--- src/common/cpu_cfg.svh ---
`ifndef CPU_CFG_SVH
`define CPU_CFG_SVH

// width of a data word, which is also the width of a memory word and an address.
`define CPU_WORD_W 32

`define CPU_NUM_REGS 16

// first instruction fetch address after reset.
`define CPU_RESET_PC 32'h0000_0000

`endif

--- src/common/cpuIsa_pkg.sv ---
`default_nettype none

`include "cpu_cfg.svh"

package cpuIsa_pkg;

        typedef logic [`CPU_WORD_W-1:0] word_t;
        typedef logic [3:0] regIdx_t;
        typedef logic [18:0] imm_t;

        // load, store and ALU codes are dense, and halt has a code of its own far above them.
        typedef enum logic [4:0] {
                OpLd   = 5'b00000,
                OpLdi  = 5'b00001,
                OpSt   = 5'b00010,
                OpAdd  = 5'b00011,
                OpSub  = 5'b00100,
                OpAnd  = 5'b00101,
                OpOr   = 5'b00110,
                OpHalt = 5'b11011
        } opcode_t;

        // instruction field positions; the constant overlaps the Rc field.
        localparam int OpcodeHi = 31;
        localparam int OpcodeLo = 27;
        localparam int RaHi = 26;
        localparam int RaLo = 23;
        localparam int RbHi = 22;
        localparam int RbLo = 19;
        localparam int RcHi = 18;
        localparam int RcLo = 15;
        localparam int ImmHi = 18;
        localparam int ImmLo = 0;

endpackage

`default_nettype wire

--- src/common/cpuCtl_pkg.sv ---
`default_nettype none

package cpuCtl_pkg;

        // one state per T phase of the instruction, plus a parking state.
        typedef enum logic [3:0] {
                StFetch0,
                StFetch1,
                StFetch2,
                StExec3,
                StExec4,
                StExec5,
                StExec6,
                StExec7,
                StHalt
        } ctlState_t;

        typedef enum logic [2:0] {
                SrcNone,
                SrcPc,
                SrcMdr,
                SrcZ,
                SrcReg,
                SrcConst
        } busSrc_t;

        typedef enum logic [2:0] {
                AluAdd,
                AluSub,
                AluAnd,
                AluOr,
                AluInc
        } aluOp_t;

        // which IR field addresses the register file.
        typedef enum logic [1:0] {
                SelRa,
                SelRb,
                SelRc
        } regSel_t;

endpackage

`default_nettype wire

--- src/common/ctlBus_if.sv ---
`timescale 1ns/1ps
`default_nettype none

interface ctlBus_if;
        import cpuIsa_pkg::*;
        import cpuCtl_pkg::*;

        busSrc_t busSrc;
        regSel_t regSel;
        logic regWrite;
        logic baOut;
        logic marIn;
        logic mdrIn;
        logic yIn;
        logic zIn;
        logic pcIn;
        logic irIn;
        aluOp_t aluOp;
        logic memRead;
        logic memWrite;

        // status returned by the datapath.
        opcode_t opcode;
        logic memDone;

        modport ctl (
                output busSrc,
                output regSel,
                output regWrite,
                output baOut,
                output marIn,
                output mdrIn,
                output yIn,
                output zIn,
                output pcIn,
                output irIn,
                output aluOp,
                output memRead,
                output memWrite,
                input opcode,
                input memDone
        );

        modport dp (
                input busSrc,
                input regSel,
                input regWrite,
                input baOut,
                input marIn,
                input mdrIn,
                input yIn,
                input zIn,
                input pcIn,
                input irIn,
                input aluOp,
                input memRead,
                input memWrite,
                output opcode,
                output memDone
        );

endinterface

`default_nettype wire

--- src/hw/datapath/registerFile.sv ---
`timescale 1ns/1ps
`default_nettype none

`include "cpu_cfg.svh"

module registerFile (
        input logic Clock,
        input logic rst,
        input cpuIsa_pkg::word_t ir,
        input cpuCtl_pkg::regSel_t regSel,
        input logic regWrite,
        input logic baOut,
        input cpuIsa_pkg::word_t busIn,
        output cpuIsa_pkg::word_t regOut
);
        import cpuIsa_pkg::*;
        import cpuCtl_pkg::*;

        word_t regs [`CPU_NUM_REGS];
        regIdx_t regNum;

        always_comb begin
                case (regSel)
                SelRa: regNum = ir[RaHi:RaLo];
                SelRb: regNum = ir[RbHi:RbLo];
                SelRc: regNum = ir[RcHi:RcLo];
                default: regNum = ir[RaHi:RaLo];
                endcase
        end

        always_ff @(posedge Clock) begin
                if (rst) begin
                        for (int i = 0; i < `CPU_NUM_REGS; i++) begin
                                regs[i] <= '0;
                        end
                end else if (regWrite) begin
                        regs[regNum] <= busIn;
                end
        end

        // R0 reads as zero only when it serves as a base address.
        assign regOut = (baOut && regNum == '0) ? '0 : regs[regNum];

endmodule

`default_nettype wire

--- src/hw/datapath/aluUnit.sv ---
`timescale 1ns/1ps
`default_nettype none

module aluUnit (
        input cpuCtl_pkg::aluOp_t aluOp,
        input cpuIsa_pkg::word_t a,
        input cpuIsa_pkg::word_t b,
        output cpuIsa_pkg::word_t result
);
        import cpuCtl_pkg::*;

        // sums wrap at the word width.
        always_comb begin
                case (aluOp)
                AluAdd: result = a + b;
                AluSub: result = a - b;
                AluAnd: result = a & b;
                AluOr: result = a | b;
                AluInc: result = a + 1'b1;
                default: result = a + b;
                endcase
        end

endmodule

`default_nettype wire

--- src/hw/datapath/memInterface.sv ---
`timescale 1ns/1ps
`default_nettype none

module memInterface (
        input logic Clock,
        input logic rst,
        input cpuIsa_pkg::word_t busIn,
        input logic marIn,
        input logic mdrIn,
        input logic memRead,
        input logic memWrite,
        output cpuIsa_pkg::word_t mdrOut,
        output logic memDone,
        output cpuIsa_pkg::word_t wbAdr,
        output cpuIsa_pkg::word_t wbDatOut,
        input cpuIsa_pkg::word_t wbDatIn,
        output logic wbCyc,
        output logic wbStb,
        output logic wbWe,
        input logic wbAck
);
        import cpuIsa_pkg::*;

        typedef enum logic {
                MemIdle,
                MemBusy
        } memState_t;

        memState_t memState;
        word_t marQ;
        word_t mdrQ;
        logic memStart;

        // the request is still up in the done cycle, so it must not start a second access.
        assign memStart = (memRead || memWrite) && !memDone;

        always_ff @(posedge Clock) begin
                if (rst) begin
                        memState <= MemIdle;
                        wbCyc <= 1'b0;
                        wbStb <= 1'b0;
                        wbWe <= 1'b0;
                        memDone <= 1'b0;
                end else begin
                        memDone <= 1'b0;
                        case (memState)
                        MemIdle: begin
                                if (memStart) begin
                                        memState <= MemBusy;
                                        wbCyc <= 1'b1;
                                        wbStb <= 1'b1;
                                        wbWe <= memWrite;
                                end
                        end
                        MemBusy: begin
                                if (wbAck) begin
                                        memState <= MemIdle;
                                        wbCyc <= 1'b0;
                                        wbStb <= 1'b0;
                                        wbWe <= 1'b0;
                                        memDone <= 1'b1;
                                end
                        end
                        default: memState <= MemIdle;
                        endcase
                end
        end

        always_ff @(posedge Clock) begin
                if (marIn) marQ <= busIn;
                if (mdrIn) begin
                        mdrQ <= busIn;
                end else if (memState == MemBusy && wbAck && !wbWe) begin
                        mdrQ <= wbDatIn;
                end
        end

        assign wbAdr = marQ;
        assign wbDatOut = mdrQ;
        assign mdrOut = mdrQ;

endmodule

`default_nettype wire

--- src/hw/datapath/busDatapath.sv ---
`timescale 1ns/1ps
`default_nettype none

`include "cpu_cfg.svh"

module busDatapath (
        input logic Clock,
        input logic rst,
        ctlBus_if.dp dp,
        output cpuIsa_pkg::word_t wbAdr,
        output cpuIsa_pkg::word_t wbDatOut,
        input cpuIsa_pkg::word_t wbDatIn,
        output logic wbCyc,
        output logic wbStb,
        output logic wbWe,
        input logic wbAck
);
        import cpuIsa_pkg::*;
        import cpuCtl_pkg::*;

        word_t pcQ;
        word_t irQ;
        word_t yQ;
        word_t zQ;
        word_t busWord;
        word_t regOut;
        word_t mdrOut;
        word_t aluA;
        word_t aluResult;
        word_t constExt;
        imm_t immField;

        assign immField = irQ[ImmHi:ImmLo];
        assign constExt = {{(`CPU_WORD_W - $bits(imm_t)){immField[$bits(imm_t)-1]}}, immField};
        assign dp.opcode = opcode_t'(irQ[OpcodeHi:OpcodeLo]);

        // the incrementer works on the PC, every other operation on Y.
        assign aluA = (dp.aluOp == AluInc) ? pcQ : yQ;

        always_comb begin
                case (dp.busSrc)
                SrcPc: busWord = pcQ;
                SrcMdr: busWord = mdrOut;
                SrcZ: busWord = zQ;
                SrcReg: busWord = regOut;
                SrcConst: busWord = constExt;
                default: busWord = '0;
                endcase
        end

        always_ff @(posedge Clock) begin
                if (rst) begin
                        pcQ <= `CPU_RESET_PC;
                        irQ <= '0;
                end else begin
                        if (dp.pcIn) pcQ <= aluResult;
                        if (dp.irIn) irQ <= busWord;
                end
        end

        always_ff @(posedge Clock) begin
                if (dp.yIn) yQ <= busWord;
                if (dp.zIn) zQ <= aluResult;
        end

        registerFile i_registerFile (
                .Clock(Clock),
                .rst(rst),
                .ir(irQ),
                .regSel(dp.regSel),
                .regWrite(dp.regWrite),
                .baOut(dp.baOut),
                .busIn(busWord),
                .regOut(regOut)
        );

        aluUnit i_aluUnit (
                .aluOp(dp.aluOp),
                .a(aluA),
                .b(busWord),
                .result(aluResult)
        );

        memInterface i_memInterface (
                .Clock(Clock),
                .rst(rst),
                .busIn(busWord),
                .marIn(dp.marIn),
                .mdrIn(dp.mdrIn),
                .memRead(dp.memRead),
                .memWrite(dp.memWrite),
                .mdrOut(mdrOut),
                .memDone(dp.memDone),
                .wbAdr(wbAdr),
                .wbDatOut(wbDatOut),
                .wbDatIn(wbDatIn),
                .wbCyc(wbCyc),
                .wbStb(wbStb),
                .wbWe(wbWe),
                .wbAck(wbAck)
        );

endmodule

`default_nettype wire

--- src/hw/control/controlUnit.sv ---
`timescale 1ns/1ps
`default_nettype none

module controlUnit (
        input logic Clock,
        input logic rst,
        ctlBus_if.ctl ctl,
        output logic halted
);
        import cpuIsa_pkg::*;
        import cpuCtl_pkg::*;

        ctlState_t state;
        ctlState_t stateNext;
        logic isAluOp;
        logic isMemOp;

        function automatic aluOp_t aluOpFor(opcode_t op);
                case (op)
                OpSub: return AluSub;
                OpAnd: return AluAnd;
                OpOr: return AluOr;
                default: return AluAdd;
                endcase
        endfunction

        assign isAluOp = ctl.opcode inside {OpAdd, OpSub, OpAnd, OpOr};
        assign isMemOp = ctl.opcode inside {OpLd, OpSt};
        assign halted = (state == StHalt);

        always_ff @(posedge Clock) begin
                if (rst) begin
                        state <= StFetch0;
                end else begin
                        state <= stateNext;
                end
        end

        // memory phases hold until the interface reports the ack.
        always_comb begin
                stateNext = state;
                case (state)
                StFetch0: stateNext = StFetch1;
                StFetch1: if (ctl.memDone) stateNext = StFetch2;
                StFetch2: stateNext = StExec3;
                StExec3: begin
                        if (ctl.opcode == OpHalt) begin
                                stateNext = StHalt;
                        end else if (isAluOp || isMemOp || ctl.opcode == OpLdi) begin
                                stateNext = StExec4;
                        end else begin
                                stateNext = StFetch0;
                        end
                end
                StExec4: stateNext = StExec5;
                StExec5: stateNext = isMemOp ? StExec6 : StFetch0;
                StExec6: begin
                        if (ctl.memDone) begin
                                stateNext = (ctl.opcode == OpLd) ? StExec7 : StFetch0;
                        end
                end
                StExec7: stateNext = StFetch0;
                StHalt: stateNext = StHalt;
                default: stateNext = StFetch0;
                endcase
        end

        always_comb begin
                ctl.busSrc = SrcNone;
                ctl.regSel = SelRa;
                ctl.regWrite = 1'b0;
                ctl.baOut = 1'b0;
                ctl.marIn = 1'b0;
                ctl.mdrIn = 1'b0;
                ctl.yIn = 1'b0;
                ctl.zIn = 1'b0;
                ctl.pcIn = 1'b0;
                ctl.irIn = 1'b0;
                ctl.aluOp = AluAdd;
                ctl.memRead = 1'b0;
                ctl.memWrite = 1'b0;
                case (state)
                StFetch0: begin
                        ctl.busSrc = SrcPc;
                        ctl.marIn = 1'b1;
                        ctl.aluOp = AluInc;
                        ctl.pcIn = 1'b1;
                end
                StFetch1: ctl.memRead = 1'b1;
                StFetch2: begin
                        ctl.busSrc = SrcMdr;
                        ctl.irIn = 1'b1;
                end
                StExec3: begin
                        // address forming ops see zero when the base is R0.
                        ctl.busSrc = SrcReg;
                        ctl.regSel = SelRb;
                        ctl.baOut = !isAluOp;
                        ctl.yIn = 1'b1;
                end
                StExec4: begin
                        ctl.zIn = 1'b1;
                        if (isAluOp) begin
                                ctl.busSrc = SrcReg;
                                ctl.regSel = SelRc;
                                ctl.aluOp = aluOpFor(ctl.opcode);
                        end else begin
                                ctl.busSrc = SrcConst;
                        end
                end
                StExec5: begin
                        ctl.busSrc = SrcZ;
                        if (isMemOp) begin
                                ctl.marIn = 1'b1;
                        end else begin
                                ctl.regWrite = 1'b1;
                        end
                end
                StExec6: begin
                        if (ctl.opcode == OpLd) begin
                                ctl.memRead = 1'b1;
                        end else begin
                                // MDR picks up Ra on the same edge that launches the write.
                                ctl.busSrc = SrcReg;
                                ctl.mdrIn = 1'b1;
                                ctl.memWrite = 1'b1;
                        end
                end
                StExec7: begin
                        ctl.busSrc = SrcMdr;
                        ctl.regWrite = 1'b1;
                end
                default: ;
                endcase
        end

endmodule

`default_nettype wire

--- src/hw/cpuCore.sv ---
`timescale 1ns/1ps
`default_nettype none

module cpuCore (
        input logic Clock,
        input logic rst,
        output cpuIsa_pkg::word_t wbAdr,
        output cpuIsa_pkg::word_t wbDatOut,
        input cpuIsa_pkg::word_t wbDatIn,
        output logic wbCyc,
        output logic wbStb,
        output logic wbWe,
        input logic wbAck,
        output logic halted
);
        ctlBus_if ctlBus ();

        controlUnit i_controlUnit (
                .Clock(Clock),
                .rst(rst),
                .ctl(ctlBus.ctl),
                .halted(halted)
        );

        busDatapath i_busDatapath (
                .Clock(Clock),
                .rst(rst),
                .dp(ctlBus.dp),
                .wbAdr(wbAdr),
                .wbDatOut(wbDatOut),
                .wbDatIn(wbDatIn),
                .wbCyc(wbCyc),
                .wbStb(wbStb),
                .wbWe(wbWe),
                .wbAck(wbAck)
        );

endmodule

`default_nettype wire

--- config.mk ---
export PLATFORM = sky130hd
export DESIGN_NAME = cpuCore
export DESIGN_NICKNAME = d
export VERILOG_FILES = /design/src/common/cpuIsa_pkg.sv /design/src/common/cpuCtl_pkg.sv /design/src/common/ctlBus_if.sv /design/src/hw/datapath/registerFile.sv /design/src/hw/datapath/aluUnit.sv /design/src/hw/datapath/memInterface.sv /design/src/hw/datapath/busDatapath.sv /design/src/hw/control/controlUnit.sv /design/src/hw/cpuCore.sv
export VERILOG_INCLUDE_DIRS = /design/src /design/src/common
export SDC_FILE = /design/constraint.sdc
export NUM_CORES = 1
export LEC_CHECK = 0
export ABC_CLOCK_PERIOD_IN_PS = 9120
export BUFFER_PORTS_ARGS = -buffer_cell sky130_fd_sc_hd__buf_2
export CELL_PAD_IN_SITES_DETAIL_PLACEMENT = 1
export CELL_PAD_IN_SITES_GLOBAL_PLACEMENT = 1
export CORE_MARGIN = 1
export CORE_UTILIZATION = 30
export DETAILED_ROUTE_END_ITERATION = 16
export GPL_ROUTABILITY_DRIVEN = 0
export PLACE_DENSITY_LB_ADDON = 0.1
export SYNTH_ARGS = -nofsm -noshare
export SYNTH_HDL_FRONTEND = slang
export SYNTH_HIERARCHICAL = 1
export SYNTH_SLANG_ARGS = --single-unit
export TNS_END_PERCENT = 30
--- constraint.sdc ---
create_clock -name Clock -period 9.12 [get_ports Clock]
set_input_delay 0.912 -clock Clock [delete_from_list [all_inputs] [get_ports Clock]]
set_output_delay 0.912 -clock Clock [all_outputs]
set_load 0.1 [all_outputs]
==> results of run 1 <==
-- per-stage QoR --
stage	hold slack (ns)	util, %
after floorplan	0.458	-
final	0.484	34.5
after global routing	0.511	34.5
after detailed placement	0.479	32.1
after CTS	0.486	34.5
after global placement	0.470	32.1
-- power breakdown --
group          switching, mW  internal, mW
Sequential            0.0476          3.67
Combinational          0.641         0.231
Clock                   1.41          2.14
-- sequential cells by signal, summed over array words and instances, names as in the netlist, 4 cells and up --
signal	count
i_busDatapath/i_registerFile/regs	512
i_busDatapath/pcQ	32
i_busDatapath/i_memInterface/mdrOut	32
i_busDatapath/i_memInterface/wbAdr	32
i_controlUnit/state	4
i_busDatapath/irQ	32
i_busDatapath/zQ	32
i_busDatapath/yQ	32
-- routing by layer --
layer | global-route usage, % | share of wire [%]
met4 | 5.70 | 2.0
met1 | 30.1 | 45
met3 | 2.58 | 4.3
met2 | 38.3 | 49
met5 | 0 | 0
-- final timing paths --
path | startpoint | to | slack, ns | cells after the start
min reg2reg | i_busDatapath/irQ[12] | i_busDatapath/irQ[12] | 0.48 | 2
min | i_busDatapath/irQ[12] | i_busDatapath/irQ[12] | 0.48 | 2
max reg2reg | i_busDatapath/irQ[27] | i_busDatapath/pcQ[30] | 0.47 | 33
max | i_busDatapath/irQ[27] | i_busDatapath/pcQ[30] | 0.47 | 33
-- tightest hold or removal path: cells and delay by family, from the launching register on --
| family | cells | cell delay (ns) |
|---|---|---|
| AOI/OAI and AO/OA | 1 | 0.05 |
| DFF | 1 | 0.31 |
| and+or+nand+nor | 1 | 0.08 |
-- layout by cell type, fill, tap and decap left out, drive strengths merged, types with 11 or more instances in the layout --
cell,instances
and3,95
ha,37
xnor2,30
o41ai,11
xor2,24
bufinv,14
mux2,105
buf,230
a311oi,21
nand2b,30
edfxtp,640
nand3,29
mux2i,56
clkinv,23
nand2,225
inv,23
a21oi,217
dfxtp,72
maj3,28
or2,20
or4,38
clkbuf,105
nor2,172
a32oi,19
and2,515
o21ai,51
a221oi,25
nor3,17
a21o,24
a211oi,230
-- kinds of logic after synthesis --
family	synth area share (%)
buffers and inverters	4.58
and+or+nand+nor	18.1
adders and majority gates	2.07
muxes	5.03
DFF	56.1
xor gates and xnor gates	1.28
AOI/OAI and AO/OA	12.9
-- area by class of cell --
type / instances / share of cell area (%)
Inverter: 20 / 0.179
Tap cell: 1625 / 4.85
Timing Repair Buffer: 230 / 3.69
Antenna cell: 2 / 0.0119
Sequential cell: 712 / 49.3
Clock buffer: 105 / 5.37
Multi-Input combinational cell: 2159 / 35.3
Clock inverter: 42 / 1.40
==> reports/metrics.cfg, run 1 <==
[synth]
synth_seq_area_share_pct=56.1
synth_nets=3279
synth_common_cells=edfxtp_1 (640), and2_1 (514), a211oi_1 (230)
synth-edff-count=640
async_flop_share_pct=0
ys_ff_latch=712
synth_top_area_share_pct=52.2
netlist_area_mm2=0.0368
yosys_warnings=6
synth_area_leader_cell=edfxtp_1
synth.most_common_cell=edfxtp_1
synth.area.top_cells=edfxtp_1 (52%), and2_1 (8.7%), a211oi_1 (4.7%)
synth_cells=3206
synth_top_flop_cell=edfxtp_1
yosysUniqueCellTypes=92
post_synth.cell_area_avg_um2=11.5

[clock_tree]
cts_hold_buf=0
clk_pin_slew_ns=0.06
clkSinkCount=712
cts_buffers=86
clk_latency_ns=0.67
clock_path_buffers=3
cts_root_buf=clkbuf_16
cts_tree=yes
post_cts_resized=0
cts.htree.levels=3
post_cts_buffers=0

[final_layout]
ff_latch_area_mm2=0.0207
area_growth_pct=13.9
num-fill-cells=13211
fin_area_mm2=0.0420
layout.nets=3282
instances_no_fill=4895
multi_input_area_mm2=0.0148
drive_above_1_share_pct=17.4

[placement]
dp_hpwl_mm=86.4
dpl_cell_area_mm2=0.0391
portBuffers=102
dp_cells=4746
place_ws_ns=0.249

[worst_setup_path]
crit_slowest_cell=or4_1
path_class=reg2reg
end_kind=flop
cp.arrival_ns=9.23
cp_max_fo=41
start_kind=flop
crit_required_ns=9.71
slowest_delay_ns=0.70
path_buf_inv=4
cp_top_family=simple AND/OR/NAND/NOR gates

[timing]
slew_headroom_pct=21.0
rsz0062_at_grt=no
min_period_over_period_pct=94.8
fmax_mhz=116
fin_ws_ns=0.473
finalHoldViolCount=0
setup_viol=0
worstMarginPinSlew_ns=1.18
skew_ns=0.0256
final-max-slew-violation-count=0
finalCriticalPeriod_ns=8.65
tns_ns=0

[outcome]
status=finished, final reports clean

[routing]
first_pass_iters=5
wl_per_cell_um=29.0
ant_nets=0
drt-total-wl_mm=142
vias=26366
drcViolationCount=0
vias_per_cell=5.39
drtIter0Drc=1820

[grt]
grt_pass1_wl_mm=203
grt_max_degree=101
overflow=0
grt_usage_pct=22.4
grt_pass1_vias=27751
antenna_found_initial=11

[floorplanning]
num_io_pins=103
die_w_um=352
core_mm2=0.122
die_h_um=352
fp.dieArea_mm2=0.124
row_count=128
start_util_pct=30.2

[power_and_ir_drop]
power_mw=8.15
ir_worst_vdd_uv=136
p_leak_nw=15.5
p_per_area_mw_per_mm2=194

[flow_run]
cap_violations=0

[min_path]
min_path_type=reg2reg

Power figures use the tool's default switching activity.
==> inputs of run 2 (changes only) <==
--- a/config.mk
+++ b/config.mk
@@ -11,7 +11,7 @@
 export CELL_PAD_IN_SITES_DETAIL_PLACEMENT = 1
 export CELL_PAD_IN_SITES_GLOBAL_PLACEMENT = 1
 export CORE_MARGIN = 1
-export CORE_UTILIZATION = 30
+export CORE_UTILIZATION = 37
 export DETAILED_ROUTE_END_ITERATION = 16
 export GPL_ROUTABILITY_DRIVEN = 0
 export PLACE_DENSITY_LB_ADDON = 0.1
==> run 2 against run 1 <==
Against the previous run:
- critical path type unchanged
- maximum frequency about the same
- register-to-register slack about the same
- utilization increased by 7.5 points
- sequential power about the same
- die area decreased by 19%
- wire length decreased by 6.9%
- hold slack got worse by 0.0034 ns
- clock-buffer cell count decreased by 1
==> reports/metrics.cfg, run 2 (same netlist as run 1, synthesis figures left out) <==
[worst_setup_path]
cp_top_family=simple AND/OR/NAND/NOR gates
cp.arrival_ns=9.15
path_buf_inv=4
crit_slowest_cell=or4_1
path_class=reg2reg
slowest_delay_ns=0.71
end_kind=flop
rrSetupSlack_ns=0.46
start_kind=flop
cp_max_fo=60
crit_required_ns=9.61

[clock_tree]
clk_latency_ns=0.64
cts_root_buf=clkbuf_16
cts_hold_buf=0
cts.htree.levels=3
cts_buffers=83
post_cts_buffers=0
clkSinkCount=712
clock_path_buffers=3
post_cts_resized=0
cts_tree=yes
clk_pin_slew_ns=0.06

[floorplanning]
start_util_pct=37.4
fp.dieArea_mm2=0.101
die_w_um=317
core_mm2=0.0984
die_h_um=317
row_count=115
num_io_pins=103

[routing]
drcViolationCount=0
vias=26461
ant_nets=0
vias_per_cell=5.78
drt-total-wl_mm=132
first_pass_iters=5
drtIter0Drc=1908
wl_per_cell_um=28.9

[final_layout]
ff_latch_area_mm2=0.0207
drive_above_1_share_pct=17.6
layout.nets=3297
num-fill-cells=10475
multi_input_area_mm2=0.0148
area_growth_pct=12.3
largest_reg_flops=512
mostFrequentLayoutCells=edfxtp_1 (640), and2_1 (514), a211oi_1 (230)
final_common_cell=edfxtp_1
largest-register=i_busDatapath/i_registerFile/regs
fin_util_pct=42.0

[timing]
finalHoldViolCount=0
min_period_over_period_pct=94.9
setup_viol=0
worstMarginPinSlew_ns=1.06
fmax_mhz=116
skew_ns=0.0199
finalCriticalPeriod_ns=8.66
final-max-slew-violation-count=0
fin_ws_ns=0.464
slew_headroom_pct=29.2

[grt]
grt_max_degree=94
grt_pass1_vias=27612
grt_usage_pct=25.8
grt_pass1_wl_mm=193
overflow=0
antenna_found_initial=10

[min_path]
min_path_type=reg2reg

[power_and_ir_drop]
power_frac_clock_pct=41.2
p_per_area_mw_per_mm2=189
p_sw_mw=2.05
ir_worst_vdd_uv=128
pwr-share-seq_pct=47.7
p_leak_nw=15.4
power_frac_comb_pct=11.0
switching_share_pct=26.3
p_int_mw=5.75

[outcome]
status=finished, final reports clean

[placement]
place_ws_ns=0.231
dp_hpwl_mm=82.7
portBuffers=102

[flow_run]
cap_violations=0

-- run 2: cell count changes in the layout (fill, tap and decap cells not counted), sizes merged --
cell and change:
buf +17, clkinv +13, bufinv -9, inv -2
clkbuf -1, clkinvlp +1, or2 +1
-- run 2: stage by stage --
| step | instance area [µm²] | std cells | power [mW] | hold WS (ns) | setup TNS [ns] |
|---|---|---|---|---|---|
| floorplan | 36800 | 3206 | 4.34 | 0.458 | 0 |
| global placement | 38700 | 4425 | 4.62 | 0.470 | 0 |
| detailed placement | 38700 | 4425 | 4.64 | 0.478 | 0 |
| CTS | 41300 | 4574 | 7.86 | 0.486 | 0 |
| global route | 41300 | 4575 | 8.03 | 0.508 | -0.00609 |
| finish | 41400 | 4577 | 7.80 | 0.481 | 0 |
-- run 2: worst register-to-register path: cells and delay by family (launching register included) --
kind                     cells  cell delay [ns]
AO/OA/AOI/OAI               10             2.26
XOR/XNOR                     2             0.33
AND/OR/NAND/NOR             13             3.86
adder cells (fa/ha/maj)      2             0.62
buffers and inverters        4             0.82
multiplexers                 1             0.16
flip-flops                   1             0.47
-- run 2: power groups by stage --
stage          Combinational, mW  Clock (mW)  Sequential (mW)
2_1_floorplan              0.476           0             3.86
3_3_place_gp               0.840           0             3.78
3_5_place_dp               0.854           0             3.79
4_1_cts                    0.859        3.28             3.72
5_1_grt                    0.911        3.39             3.73
6_report                   0.861        3.21             3.72
-- run 2: path summary, 6_finish.rpt --
path / startpoint / to / cells after the start
setup / recovery: i_busDatapath/irQ[28] / i_busDatapath/pcQ[31] / 32
hold / removal: i_busDatapath/irQ[12] / i_busDatapath/irQ[12] / 2
setup reg to reg: i_busDatapath/irQ[28] / i_busDatapath/pcQ[31] / 32
hold reg to reg: i_busDatapath/irQ[12] / i_busDatapath/irQ[12] / 2
-- run 2: final cells by class --
class / instances / share of cell area, %
timing repair buffer: 247 / 4.06
antenna: 2 / 0.0121
inverter: 20 / 0.182
sequential: 712 / 50.0
clock buffer: 104 / 5.32
clock inverter: 45 / 0.832
multi-input combinational: 2160 / 35.7
tap: 1287 / 3.89
-- run 2: layer usage --
metal  track usage, %  wire, µm
met2             44.5     64800
met4             6.89      3070
met5                0        13
met3             2.70      6190
met1             34.3     58100
==> inputs of run 3 (changes only) <==
--- a/config.mk
+++ b/config.mk
@@ -6,7 +6,7 @@
 export SDC_FILE = /design/constraint.sdc
 export NUM_CORES = 1
 export LEC_CHECK = 0
-export ABC_CLOCK_PERIOD_IN_PS = 9120
+export ABC_AREA = 1
 export BUFFER_PORTS_ARGS = -buffer_cell sky130_fd_sc_hd__buf_2
 export CELL_PAD_IN_SITES_DETAIL_PLACEMENT = 1
 export CELL_PAD_IN_SITES_GLOBAL_PLACEMENT = 1
==> run 3 against run 2 <==
Against the previous run:
- utilization fell by 0.47 points
- synthesized area rose by 0.54%
- non-clock buffer count fell by 81
- clock skew increased by 0.0069 ns
- global-route usage up 0.13 points
- synthesized cell count increased by 37%
- critical path depth increased by 6
- hold slack improved by 0.010 ns
- first-iteration DRC count up 21%
- wire length shrank 0.27%
- critical endpoint is now i_busDatapath/pcQ[18]
==> reports/metrics.cfg, run 3 <==
[outcome]
status=finished, final reports clean

[routing]
wl_per_cell_um=23.0
ant_nets=0
vias=30295
drt-total-wl_mm=132
vias_per_cell=5.30
first_pass_iters=5
drtIter0Drc=2306
drcViolationCount=0

[grt]
antenna_found_initial=0
grt_usage_pct=25.9
grt_pass1_wl_mm=197
grt_max_degree=151
grtUsageMet1_pct=35.9
overflow=0
busiest_layer=met2
use_met3_pct=3.38
met2_usage_pct=42.2
grt_pass1_vias=30581

[synth]
async_flop_share_pct=0
netlist_area_mm2=0.0370
synth_top_area_share_pct=51.9
synth_top_flop_cell=edfxtp_1
synth_common_cells=nor2_1 (1,102), nand2_1 (1,030), edfxtp_1 (640)
synth_nets=4475
yosysUniqueCellTypes=53
synth_area_leader_cell=edfxtp_1
synth-edff-count=640
post_synth.cell_area_avg_um2=8.41
yosys_warnings=6
synth_cells=4402
synth_seq_area_share_pct=55.8
synth.area.top_cells=edfxtp_1 (52%), nor2_1 (11%), nand2_1 (10%)
ys_ff_latch=712
synth.most_common_cell=nor2_1

[clock_tree]
cts_root_buf=clkbuf_16
post_cts_buffers=0
cts.htree.levels=3
clock_path_buffers=3
cts_hold_buf=0
clkSinkCount=712
post_cts_resized=0
cts_tree=yes
clk_pin_slew_ns=0.06
cts_buffers=85
clk_latency_ns=0.65

[power_and_ir_drop]
ir_worst_vdd_uv=418
p_leak_nw=17.2
switching_share_pct=51.0
p_int_mw=8.14
power_frac_comb_pct=53.9
power_frac_clock_pct=20.5
p_per_area_mw_per_mm2=405
pwr-share-seq_pct=25.6
p_sw_mw=8.46

[timing]
finalCriticalPeriod_ns=7.74
min_period_over_period_pct=84.8
final-max-slew-violation-count=0
tns_ns=0
skew_ns=0.0268
worstMarginPinSlew_ns=1.22
fmax_mhz=129
rsz0062_at_grt=no
finalHoldViolCount=0
setup_viol=0
slew_headroom_pct=18.3
hold_ws_ns=0.491

[final_layout]
largest_reg_flops=512
area_growth_pct=10.8
largest-register=i_busDatapath/i_registerFile/regs
final_common_cell=nor2_1
layout.nets=4441
fin_area_mm2=0.0410
drive_above_1_share_pct=9.59
instances_no_fill=5721
antenna_cells=0
mostFrequentLayoutCells=nor2_1 (1,096), nand2_1 (1,009), edfxtp_1 (640)

[worst_setup_path]
crit_top_cell=nand2_1
cp_max_fo=150
crit_required_ns=9.65
start_kind=flop
slowest_delay_ns=0.63
path_class=reg2reg
end_kind=flop
crit_slowest_cell=nor3_1
cp.arrival_ns=8.27

[min_path]
min_path_type=reg2reg

[floorplanning]
core_mm2=0.0987
start_util_pct=37.5
row_count=115
fp.dieArea_mm2=0.101
num_io_pins=103
die_w_um=318
die_h_um=318

[placement]
dp_cells=5568
dpl_cell_area_mm2=0.0383
dp_hpwl_mm=83.6
portBuffers=102

[flow_run]
cap_violations=0

-- run 3: cell families after synthesis --
kind of cell / count (synthesis) / synth area share, %
AO/OA/AOI/OAI: 460 / 6.58
adder cells (fa/ha/maj): 38 / 1.30
AND/OR/NAND/NOR: 2488 / 27.3
buffers and inverters: 670 / 8.00
multiplexers: 29 / 0.882
XOR/XNOR: 5 / 0.118
flip-flops: 712 / 55.8
-- run 3: critical path: cells and delay by family (launching register included) --
family | cells | cell delay, ns
flip-flops | 1 | 0.32
adder cells (fa/ha/maj) | 2 | 0.78
AND/OR/NAND/NOR | 24 | 4.43
buffers and inverters | 6 | 0.89
AO/OA/AOI/OAI | 6 | 1.00
-- run 3: final cells by class --
cell class	count	area, µm²
Sequential cell	712	20700
Inverter	383	1450
Tap cell	1287	1610
Clock inverter	46	510
Fill cell	11688	57700
Multi-Input combinational cell	3020	13500
Timing Repair Buffer	166	1040
Clock buffer	107	2220
-- run 3: stage by stage --
stage / util, % / setup WS, ns / power [mW]
after floorplan: - / 3.20 / 10.2
after global placement: 38.8 / 1.65 / 13.1
after detailed placement: 38.8 / 1.59 / 13.2
after CTS: 41.5 / 1.54 / 16.7
after global routing: 41.5 / 0.843 / 17.7
final: 41.5 / 1.38 / 16.6
-- run 3: path summary, 6_finish.rpt --
check / cells after the start / start / slack, ns / endpoint
max reg2reg: 38 / i_controlUnit/state[2] / 1.38 / i_busDatapath/pcQ[18]
min reg2reg: 2 / i_busDatapath/pcQ[4] / 0.49 / i_busDatapath/pcQ[4]
min: 2 / i_busDatapath/pcQ[4] / 0.49 / i_busDatapath/pcQ[4]
max: 38 / i_controlUnit/state[2] / 1.38 / i_busDatapath/pcQ[18]
-- run 3: per-layer routing --
layer,part of all wire [%],routed length [µm]
met3,5.0,6600
met4,2.6,3430
met2,47,61300
met1,46,60500
met5,0,0
-- run 3: power by group through the flow --
stage,logic (mW),clock network [mW],registers [mW]
after floorplan,5.48,0,4.77
after global placement,8.81,0,4.32
after detailed placement,8.90,0,4.32
after CTS,8.94,3.48,4.26
after global routing,9.77,3.60,4.29
final,8.95,3.40,4.26
